[src/fp_alu_consts.svh]
`ifndef FP_ALU_CONSTS_SVH
`define FP_ALU_CONSTS_SVH

// word layout of a single-precision float.
`define FP_WIDTH      32
`define FP_EXP_WIDTH  8
`define FP_FRAC_WIDTH 23
`define FP_SIG_WIDTH  24
`define FP_SIGN_BIT   31
`define FP_EXP_LSB    23

// exponent offset removed after a multiply.
// the arithmetic stage takes one more off when the product is below two.
`define FP_BIAS_MUL 8'd126

// opcodes of the supported operations.
`define FP_OP_WIDTH 5
`define FP_OP_ADD   5'd16
`define FP_OP_SUB   5'd17
`define FP_OP_MUL   5'd18
`define FP_OP_NOP   5'd22
`define FP_OP_SLT   5'd23

// cycles from an accepted input to its result.
`define FP_LATENCY 3

`endif

[src/fp_alu_pkg.sv]
`default_nettype none

`include "fp_alu_consts.svh"

package fp_alu_pkg;

    typedef logic [`FP_WIDTH-1:0]           fp_word_t;
    typedef logic [`FP_EXP_WIDTH-1:0]       fp_exp_t;
    typedef logic [`FP_SIG_WIDTH-1:0]       fp_sig_t;
    typedef logic [`FP_SIG_WIDTH:0]         fp_mag_t;
    typedef logic [2*`FP_SIG_WIDTH-1:0]     fp_prod_t;

    typedef enum logic [`FP_OP_WIDTH-1:0] {
        op_add = `FP_OP_ADD,
        op_sub = `FP_OP_SUB,
        op_mul = `FP_OP_MUL,
        op_nop = `FP_OP_NOP,
        op_slt = `FP_OP_SLT
    } fp_op_e;

    // operands after unpacking and alignment.
    // sign_b is already inverted for a subtraction.
    typedef struct packed {
        fp_op_e   op;
        logic     bypass;
        fp_word_t bypass_word;
        logic     sign_a;
        logic     sign_b;
        fp_exp_t  exp;
        fp_sig_t  sig_a;
        fp_sig_t  sig_b;
        logic     sticky;
    } fp_aligned_t;

    // unnormalized result of the arithmetic stage.
    typedef struct packed {
        logic     bypass;
        fp_word_t bypass_word;
        logic     sign;
        fp_exp_t  exp;
        fp_mag_t  mag;
        logic     sticky;
    } fp_raw_t;

endpackage

`default_nettype wire

[src/fp_align_stage.sv]
`timescale 1ns/1ps
`default_nettype none

`include "fp_alu_consts.svh"

module fp_align_stage (
    input  logic                     clk,
    input  logic                     rst_n,
    input  logic                     in_valid,
    input  fp_alu_pkg::fp_word_t     a,
    input  fp_alu_pkg::fp_word_t     b,
    input  logic [`FP_OP_WIDTH-1:0]  op,
    output logic                     aligned_valid,
    output fp_alu_pkg::fp_aligned_t  aligned
);

    fp_alu_pkg::fp_op_e         op_e;
    logic                       sign_a;
    logic                       sign_b;
    fp_alu_pkg::fp_exp_t        exp_a;
    fp_alu_pkg::fp_exp_t        exp_b;
    fp_alu_pkg::fp_sig_t        sig_a;
    fp_alu_pkg::fp_sig_t        sig_b;
    logic                       a_is_zero;
    logic                       b_is_zero;
    logic                       slt_true;
    logic                       a_exp_ge;
    fp_alu_pkg::fp_exp_t        exp_diff;
    fp_alu_pkg::fp_sig_t        sig_small;
    logic [2*`FP_SIG_WIDTH-1:0] shift_ext;
    fp_alu_pkg::fp_sig_t        sig_shifted;
    logic                       shift_sticky;
    fp_alu_pkg::fp_aligned_t    aligned_d;

    // unknown codes are treated as NOP.
    always_comb begin
        case (op)
            `FP_OP_ADD: op_e = fp_alu_pkg::op_add;
            `FP_OP_SUB: op_e = fp_alu_pkg::op_sub;
            `FP_OP_MUL: op_e = fp_alu_pkg::op_mul;
            `FP_OP_SLT: op_e = fp_alu_pkg::op_slt;
            default:    op_e = fp_alu_pkg::op_nop;
        endcase
    end

    assign sign_a    = a[`FP_SIGN_BIT];
    assign sign_b    = b[`FP_SIGN_BIT];
    assign exp_a     = a[`FP_EXP_LSB +: `FP_EXP_WIDTH];
    assign exp_b     = b[`FP_EXP_LSB +: `FP_EXP_WIDTH];
    assign sig_a     = {1'b1, a[`FP_FRAC_WIDTH-1:0]};
    assign sig_b     = {1'b1, b[`FP_FRAC_WIDTH-1:0]};
    assign a_is_zero = (a == '0);
    assign b_is_zero = (b == '0);

    // with equal signs the exponent sits above the fraction, so the low 31 bits
    // compare as one unsigned number.
    always_comb begin
        if (sign_a != sign_b) begin
            slt_true = sign_a;
        end else if (!sign_a) begin
            slt_true = (a[`FP_SIGN_BIT-1:0] < b[`FP_SIGN_BIT-1:0]);
        end else begin
            slt_true = (a[`FP_SIGN_BIT-1:0] > b[`FP_SIGN_BIT-1:0]);
        end
    end

    assign a_exp_ge  = (exp_a >= exp_b);
    assign exp_diff  = a_exp_ge ? exp_a - exp_b : exp_b - exp_a;
    assign sig_small = a_exp_ge ? sig_b : sig_a;

    // bits shifted past the significand land in the low half and form the sticky bit.
    always_comb begin
        shift_ext = {sig_small, {`FP_SIG_WIDTH{1'b0}}} >> exp_diff;
        if (exp_diff > `FP_SIG_WIDTH) begin
            sig_shifted  = '0;
            shift_sticky = |sig_small;
        end else begin
            sig_shifted  = shift_ext[2*`FP_SIG_WIDTH-1 -: `FP_SIG_WIDTH];
            shift_sticky = |shift_ext[`FP_SIG_WIDTH-1:0];
        end
    end

    always_comb begin
        aligned_d        = '0;
        aligned_d.op     = op_e;
        aligned_d.sign_a = sign_a;
        aligned_d.sign_b = sign_b ^ (op_e == fp_alu_pkg::op_sub);
        aligned_d.sig_a  = sig_a;
        aligned_d.sig_b  = sig_b;
        case (op_e)
            fp_alu_pkg::op_add, fp_alu_pkg::op_sub: begin
                if (b_is_zero) begin
                    aligned_d.bypass      = 1'b1;
                    aligned_d.bypass_word = a;
                end else if (a_is_zero) begin
                    aligned_d.bypass      = 1'b1;
                    aligned_d.bypass_word = {aligned_d.sign_b, b[`FP_SIGN_BIT-1:0]};
                end else begin
                    aligned_d.exp    = a_exp_ge ? exp_a : exp_b;
                    aligned_d.sig_a  = a_exp_ge ? sig_a : sig_shifted;
                    aligned_d.sig_b  = a_exp_ge ? sig_shifted : sig_b;
                    aligned_d.sticky = shift_sticky;
                end
            end
            fp_alu_pkg::op_mul: begin
                if (a_is_zero || b_is_zero) begin
                    aligned_d.bypass      = 1'b1;
                    aligned_d.bypass_word = '0;
                end else begin
                    aligned_d.exp = exp_a + exp_b - `FP_BIAS_MUL;
                end
            end
            fp_alu_pkg::op_slt: begin
                aligned_d.bypass      = 1'b1;
                aligned_d.bypass_word = {{(`FP_WIDTH-1){1'b0}}, slt_true};
            end
            default: begin
                aligned_d.bypass      = 1'b1;
                aligned_d.bypass_word = a;
            end
        endcase
    end

    always_ff @(posedge clk or negedge rst_n) begin
        if (!rst_n) begin
            aligned_valid <= 1'b0;
        end else begin
            aligned_valid <= in_valid;
        end
    end

    always_ff @(posedge clk) begin
        if (in_valid) begin
            aligned <= aligned_d;
        end
    end

    // every accepted input leaves this stage one cycle later.
    align_valid_delay: assert property (
        @(posedge clk) disable iff (!rst_n) aligned_valid == $past(in_valid)
    );

endmodule

`default_nettype wire

[src/fp_arith_stage.sv]
`timescale 1ns/1ps
`default_nettype none

`include "fp_alu_consts.svh"

module fp_arith_stage (
    input  logic                    clk,
    input  logic                    rst_n,
    input  logic                    aligned_valid,
    input  fp_alu_pkg::fp_aligned_t aligned,
    output logic                    raw_valid,
    output fp_alu_pkg::fp_raw_t     raw
);

    fp_alu_pkg::fp_prod_t prod;
    fp_alu_pkg::fp_raw_t  raw_d;

    assign prod = aligned.sig_a * aligned.sig_b;

    always_comb begin
        raw_d             = '0;
        raw_d.bypass      = aligned.bypass;
        raw_d.bypass_word = aligned.bypass_word;
        raw_d.exp         = aligned.exp;
        raw_d.sticky      = aligned.sticky;
        if (!aligned.bypass) begin
            if (aligned.op == fp_alu_pkg::op_mul) begin
                raw_d.sign = aligned.sign_a ^ aligned.sign_b;
                // the product of two normalized significands has its leading one
                // in bit 47 or bit 46.
                if (prod[2*`FP_SIG_WIDTH-1]) begin
                    raw_d.mag    = {1'b0, prod[2*`FP_SIG_WIDTH-1 -: `FP_SIG_WIDTH]};
                    raw_d.sticky = aligned.sticky | (|prod[`FP_SIG_WIDTH-1:0]);
                end else begin
                    raw_d.mag    = {1'b0, prod[2*`FP_SIG_WIDTH-2 -: `FP_SIG_WIDTH]};
                    raw_d.sticky = aligned.sticky | (|prod[`FP_SIG_WIDTH-2:0]);
                    raw_d.exp    = aligned.exp - 1'b1;
                end
            end else if (aligned.sign_a == aligned.sign_b) begin
                raw_d.sign = aligned.sign_a;
                raw_d.mag  = {1'b0, aligned.sig_a} + {1'b0, aligned.sig_b};
            end else if (aligned.sig_a > aligned.sig_b) begin
                raw_d.sign = aligned.sign_a;
                raw_d.mag  = {1'b0, aligned.sig_a - aligned.sig_b};
            end else if (aligned.sig_b > aligned.sig_a) begin
                raw_d.sign = aligned.sign_b;
                raw_d.mag  = {1'b0, aligned.sig_b - aligned.sig_a};
            end else begin
                // exact cancellation gives a clean zero word.
                raw_d.bypass      = 1'b1;
                raw_d.bypass_word = '0;
            end
        end
    end

    always_ff @(posedge clk or negedge rst_n) begin
        if (!rst_n) begin
            raw_valid <= 1'b0;
        end else begin
            raw_valid <= aligned_valid;
        end
    end

    always_ff @(posedge clk) begin
        if (aligned_valid) begin
            raw <= raw_d;
        end
    end

    arith_valid_delay: assert property (
        @(posedge clk) disable iff (!rst_n) raw_valid == $past(aligned_valid)
    );

endmodule

`default_nettype wire

[src/fp_normalize_stage.sv]
`timescale 1ns/1ps
`default_nettype none

`include "fp_alu_consts.svh"

module fp_normalize_stage (
    input  logic                 clk,
    input  logic                 rst_n,
    input  logic                 raw_valid,
    input  fp_alu_pkg::fp_raw_t  raw,
    output logic                 out_valid,
    output fp_alu_pkg::fp_word_t result,
    output logic                 inexact
);

    localparam int lz_width = $clog2(`FP_SIG_WIDTH + 1);

    logic [lz_width-1:0]  lz;
    fp_alu_pkg::fp_mag_t  mag_n;
    fp_alu_pkg::fp_exp_t  exp_n;
    logic                 sticky_n;
    fp_alu_pkg::fp_word_t word_d;
    logic                 inexact_d;

    // zeros above the leading one, scanned from the top bit down.
    function automatic logic [lz_width-1:0] lead_zeros(input fp_alu_pkg::fp_sig_t v);
        logic [lz_width-1:0] n;
        logic                found;
        n     = '0;
        found = 1'b0;
        for (int i = `FP_SIG_WIDTH - 1; i >= 0; i--) begin
            if (!found) begin
                if (v[i]) begin
                    found = 1'b1;
                end else begin
                    n = n + 1'b1;
                end
            end
        end
        return n;
    endfunction

    assign lz = lead_zeros(raw.mag[`FP_SIG_WIDTH-1:0]);

    always_comb begin
        if (raw.mag[`FP_SIG_WIDTH]) begin
            // carry out of the addition.
            mag_n    = raw.mag >> 1;
            sticky_n = raw.sticky | raw.mag[0];
            exp_n    = raw.exp + 1'b1;
        end else begin
            mag_n    = raw.mag << lz;
            sticky_n = raw.sticky;
            exp_n    = raw.exp - fp_alu_pkg::fp_exp_t'(lz);
        end
    end

    always_comb begin
        if (raw.bypass) begin
            word_d    = raw.bypass_word;
            inexact_d = 1'b0;
        end else begin
            word_d    = {raw.sign, exp_n, mag_n[`FP_FRAC_WIDTH-1:0]};
            inexact_d = sticky_n;
        end
    end

    always_ff @(posedge clk or negedge rst_n) begin
        if (!rst_n) begin
            out_valid <= 1'b0;
            result    <= '0;
            inexact   <= 1'b0;
        end else begin
            out_valid <= raw_valid;
            if (raw_valid) begin
                result  <= word_d;
                inexact <= inexact_d;
            end
        end
    end

    norm_valid_delay: assert property (
        @(posedge clk) disable iff (!rst_n) out_valid == $past(raw_valid)
    );

endmodule

`default_nettype wire

[src/fp_alu_top.sv]
`timescale 1ns/1ps
`default_nettype none

`include "fp_alu_consts.svh"

module fp_alu_top (
    input  logic                    clk,
    input  logic                    rst_n,
    input  logic                    in_valid,
    input  fp_alu_pkg::fp_word_t    a,
    input  fp_alu_pkg::fp_word_t    b,
    input  logic [`FP_OP_WIDTH-1:0] op,
    output logic                    out_valid,
    output fp_alu_pkg::fp_word_t    result,
    output logic                    inexact
);

    logic                    aligned_valid;
    fp_alu_pkg::fp_aligned_t aligned;
    logic                    raw_valid;
    fp_alu_pkg::fp_raw_t     raw;

    fp_align_stage u_align (
        .clk           (clk),
        .rst_n         (rst_n),
        .in_valid      (in_valid),
        .a             (a),
        .b             (b),
        .op            (op),
        .aligned_valid (aligned_valid),
        .aligned       (aligned)
    );

    fp_arith_stage u_arith (
        .clk           (clk),
        .rst_n         (rst_n),
        .aligned_valid (aligned_valid),
        .aligned       (aligned),
        .raw_valid     (raw_valid),
        .raw           (raw)
    );

    fp_normalize_stage u_norm (
        .clk       (clk),
        .rst_n     (rst_n),
        .raw_valid (raw_valid),
        .raw       (raw),
        .out_valid (out_valid),
        .result    (result),
        .inexact   (inexact)
    );

    // the whole pipeline has a fixed latency with no stalls.
    top_latency: assert property (
        @(posedge clk) disable iff (!rst_n) out_valid == $past(in_valid, `FP_LATENCY)
    );

endmodule

`default_nettype wire

[config.mk]
export PLATFORM = sky130hd
export DESIGN_NAME = fp_alu_top
export DESIGN_NICKNAME = d
export VERILOG_FILES = /design/src/fp_alu_pkg.sv /design/src/fp_align_stage.sv /design/src/fp_arith_stage.sv /design/src/fp_normalize_stage.sv /design/src/fp_alu_top.sv
export VERILOG_INCLUDE_DIRS = /design/src
export SDC_FILE = /design/constraint.sdc
export NUM_CORES = 2
export LEC_CHECK = 0
export BUFFER_PORTS_ARGS = -buffer_cell sky130_fd_sc_hd__buf_2
export CAP_MARGIN = 20
export CORE_MARGIN = 8
export CORE_UTILIZATION = 50
export DETAILED_ROUTE_END_ITERATION = 7
export PLACE_DENSITY = 0.64
export SLEW_MARGIN = 20
export SYNTH_ARGS = -nofsm -noshare
export SYNTH_HDL_FRONTEND = slang
export SYNTH_SLANG_ARGS = --single-unit
export TNS_END_PERCENT = 5
[constraint.sdc]
create_clock -name clk -period 30.6 [get_ports clk]
set_clock_uncertainty 0.15 [all_clocks]
set_input_delay 6.12 -clock clk [delete_from_list [all_inputs] [get_ports clk]]
set_output_delay 6.12 -clock clk [all_outputs]
set_load 0.01 [all_outputs]
==> metrics.md <==
| Metric | Value |
|---|---|
| Status | finished, violations left |
| Violated checks | DRC |
| Longest individual stage delay on the worst path | 0.76 ns |
| Element type at the critical path start | flop |
| Number of antenna violations at the first check in global routing | 2 |
| Cell chosen for the clock root | sky130_fd_sc_hd__clkbuf_16 |
| Number of endpoints with negative hold slack in the final report | 0 |
| Wirelength, routed | 123 mm |
| Worst setup slack after placement | 16.40 ns |
| Max-cap violation count | 0 |
| Vertical die dimension | 291 um |
| Slew Limit Fails | 0 |
| Post-CTS Resized | 0 |
| Final Wtd Congestion | 1.01 |
| Crit Reg-Reg Startpoint | u_arith.raw[22]$_SDFFCE_PP0P_ |
| Hold-fix buffers at CTS | 0 |
| Pin slew with the least headroom to its limit | 1.10 ns |
| Input/output buffers | 105 |
| Most used cell along the critical path | sky130_fd_sc_hd__ha_1 |
| Highest Clock Rate | 69.5 MHz |
| Critical Path AT | 14.61 ns |
| Post-CTS clock slew at the launch and capture registers of the worst setup and hold paths | 0.08 ns |
| RSZ-0062 raised after global routing | false |
| Layout cells sized above 1 | 7.07% |
| Cell type group with the largest total delay on the critical path | compound AO/OA/AOI/OAI gates |
| Initial core utilization | 50.1% |
| Area growth from synthesis to layout | 5.76% |
| Required time of the critical path | 30.81 ns |
| Number of clock buffers inserted by TritonCTS | 17 |
| Core Box Area | 75400 um^2 |
| Synth cell count leaders | sky130_fd_sc_hd__inv_1 (648), sky130_fd_sc_hd__nand2_1 (568), sky130_fd_sc_hd__fa_1 (489), sky130_fd_sc_hd__nor2_1 (404), sky130_fd_sc_hd__ha_1 (326) |
| Detailed router's first-iteration violation count | 2920 |
| Clock tree sinks | 199 |
| Remaining routing DRC violations | 4 |
| Ratio of routed vias to standard cells | 5.99 |
| Post-synthesis cell area | 37800 um^2 |
| Final period utilization | 47.0% |
| Seq cells post-synth | 199 |
| Source of the worst hold timing path | u_norm.result[6]$_DFFE_PN0P_ |
| Register-to-Register Path Depth | 67 |
| Count of vias placed by the detailed router | 32.2k |
| Setup slack, reg-to-reg | 16.20 ns |
| Wire length of the first global-routing pass | 191 mm |
| Number of nets still failing antenna checks after routing | 0 |
| Sequential area share after synthesis | 15.3% |
| Synth area leaders | sky130_fd_sc_hd__fa_1 (26%), sky130_fd_sc_hd__edfxtp_1 (13%), sky130_fd_sc_hd__ha_1 (11%), sky130_fd_sc_hd__inv_1 (6.4%), sky130_fd_sc_hd__nand2_1 (5.6%) |
| Worst flop-to-flop path endpoint | u_norm.result[30]$_DFFE_PN0P_ |
| Final HPWL DP | 97.8 mm |
| Total Neg Setup Slack | 0 ns |
| Syn Area/Cell | 8.54 um^2 |
| Worst Hold Depth | 2 |
| Maximum fanout count along the critical path | 30 |
| H-tree levels | 4 |
| Cell area after placement | 39300 um^2 |
| Post-layout worst setup margin | 16.20 ns |
| Slowest-stage cell, CP | sky130_fd_sc_hd__a2111oi_0 |
| Global Route Usage Sum | 28.7% |
| Iteration count of the initial detailed-routing pass | 8 |
| Maximum number of pins on one net before global-route repair | 75 |
| Count of buffering cells on the critical path with inverters included | 5 |
| Relative slew margins | 25.9% |
| Number of core rows | 101 |
| Post-DR wirelength/cell | 22.9 um |
| Most common cell in the netlist | sky130_fd_sc_hd__inv_1 |
| Number of post-CTS setup repair buffers | 0 |
| Die Wd | 291 um |
| Shortest period the worst path allows | 14.40 ns |
| Area share of the leading cell type in the synthesized netlist | 25.9% |
| Final #Nets | 5271 |
| Design area | 40000 um^2 |
| Net count of the mapped netlist | 5313 |
| Maximum buffer depth of the clock tree | 2 |
| Asr flop ratio synth | 18.1% |
| Top flip-flop cell by instance count after synthesis | sky130_fd_sc_hd__edfxtp_1 |
| Post-layout util | 53.0% |
| Number of warnings issued by yosys | 0 |
| Tightest Hold Check Type | flop to flop |
| Num ports | 106 |
| Clock latency of the later-clocked register in the worst-skew pair | 0.45 ns |
| Via count of the first global-routing pass | 32.3k |
| Number of enable-type register cells in the synthesized netlist | 163 |
| Unique masters post-synth | 99 |
| Gr ovfl total | 0 |
| Synthesized netlist cell count | 4426 |
| # setup viols final | 0 |
| Total Die Area | 84600 um^2 |
| Clock tree from TritonCTS | yes |
| Classification of the worst setup path | flop to flop |
| Cell taking the most area after synthesis | sky130_fd_sc_hd__fa_1 |
| Worst Setup End Kind | flop |
| Hold-critical path endpoint | u_norm.result[6]$_DFFE_PN0P_ |
==> cell families (layout without fill, tap and decap cells) <==
kind of cell,Yosys count,after routing,synth area share (%)
muxes,159,159,4.47
adders and majority gates,821,821,36.9
AOI/OAI and AO/OA,816,816,14.2
xor gates and xnor gates,137,137,3.65
DFF,199,199,15.3
other,0,1,0
buffers and inverters,910,881,9.08
and+or+nand+nor,1384,1384,16.4
==> per-layer routing <==
layer / vias to the layer above / wire length [um] / GRT usage, %
li1: 14600 / - / -
met1: 16000 / 52300 / 39.8
met2: 1358 / 56700 / 46.4
met3: 237 / 10100 / 4.46
met4: 4 / 3980 / 8.38
met5: - / 31 / 0
==> state kept, by name, summed over array words and instances, names as in the netlist <==
name,count
u_align.aligned_valid,1
u_arith.raw,68
u_norm.inexact,1
u_align.aligned,95
u_norm.result,32
u_norm.out_valid,1
u_arith.raw_valid,1
==> layout by cell type, fill, tap and decap left out, types with 24 or more instances in the layout <==
cell                       netlist  layout
sky130_fd_sc_hd__xnor2_1        90      86
sky130_fd_sc_hd__nor4_1         35      33
sky130_fd_sc_hd__nand2b_1       32      32
sky130_fd_sc_hd__a21oi_1       226     226
sky130_fd_sc_hd__a22o_1         39      39
sky130_fd_sc_hd__nand2_1       568     568
sky130_fd_sc_hd__buf_4           0      78
sky130_fd_sc_hd__nand3_1        58      58
sky130_fd_sc_hd__inv_1         648     648
sky130_fd_sc_hd__o21bai_1       37      37
sky130_fd_sc_hd__mux2_2         28      28
sky130_fd_sc_hd__nor2b_1        69      69
sky130_fd_sc_hd__xor2_1         34      30
sky130_fd_sc_hd__a211oi_1       24      24
sky130_fd_sc_hd__fa_1          489     489
sky130_fd_sc_hd__dfrtp_1        36      35
sky130_fd_sc_hd__ha_1          326     326
sky130_fd_sc_hd__nor2_1        404     404
sky130_fd_sc_hd__buf_2           6     104
sky130_fd_sc_hd__nor3_1         71      71
sky130_fd_sc_hd__o21ai_0       167     166
sky130_fd_sc_hd__and3_1         33      33
sky130_fd_sc_hd__a21o_1         59      59
sky130_fd_sc_hd__edfxtp_1      163     163
sky130_fd_sc_hd__mux2i_1       124     123
==> stage by stage <==
step                      std cells  hold slack, ns
after floorplan                4426           0.298
after global placement         5342           0.341
after detailed placement       5342           0.339
after CTS                      5374           0.371
after global routing           5375           0.389
final                          5376           0.371
==> cell type report <==
type	instances	area, um^2
Fill cell	7196	35500
Multi-Input combinational cell	3317	28700
Sequential cell	199	5800
Inverter	666	2500
Tap cell	978	1220
Timing Repair Buffer	183	1130
Clock buffer	18	429
Clock inverter	14	194
Antenna cell	1	2.50
==> worst register-to-register path, delay by kind of cell, from the launching register on <==
kind                       cells  cell delay, ns
AOI/OAI and AO/OA             30            5.82
and+or+nand+nor               10            1.21
buffers and inverters          5            0.88
muxes                          8            1.40
DFF                            1            0.63
xor gates and xnor gates       1            0.34
adders and majority gates     13            3.89
==> worst max path at each step <==
stage,endpoint,from,cells past startpoint,slack (ns)
finish,u_norm.result[30]$_DFFE_PN0P_,u_arith.raw[22]$_SDFFCE_PP0P_,67,16.20
global route,u_norm.result[30]$_DFFE_PN0P_,u_arith.raw[22]$_SDFFCE_PP0P_,67,14.95
CTS,u_norm.result[30]$_DFFE_PN0P_,u_arith.raw[22]$_SDFFCE_PP0P_,66,16.31
detailed placement,u_norm.result[30]$_DFFE_PN0P_,u_arith.raw[22]$_SDFFCE_PP0P_,66,16.40
global placement,u_norm.result[30]$_DFFE_PN0P_,u_arith.raw[22]$_SDFFCE_PP0P_,66,16.66
floorplan,u_norm.result[30]$_DFFE_PN0P_,u_arith.raw[22]$_SDFFCE_PP0P_,67,17.89
Power is not shown: default switching activity piles up to over one toggle a cycle in this logic, so the estimate is an artifact.
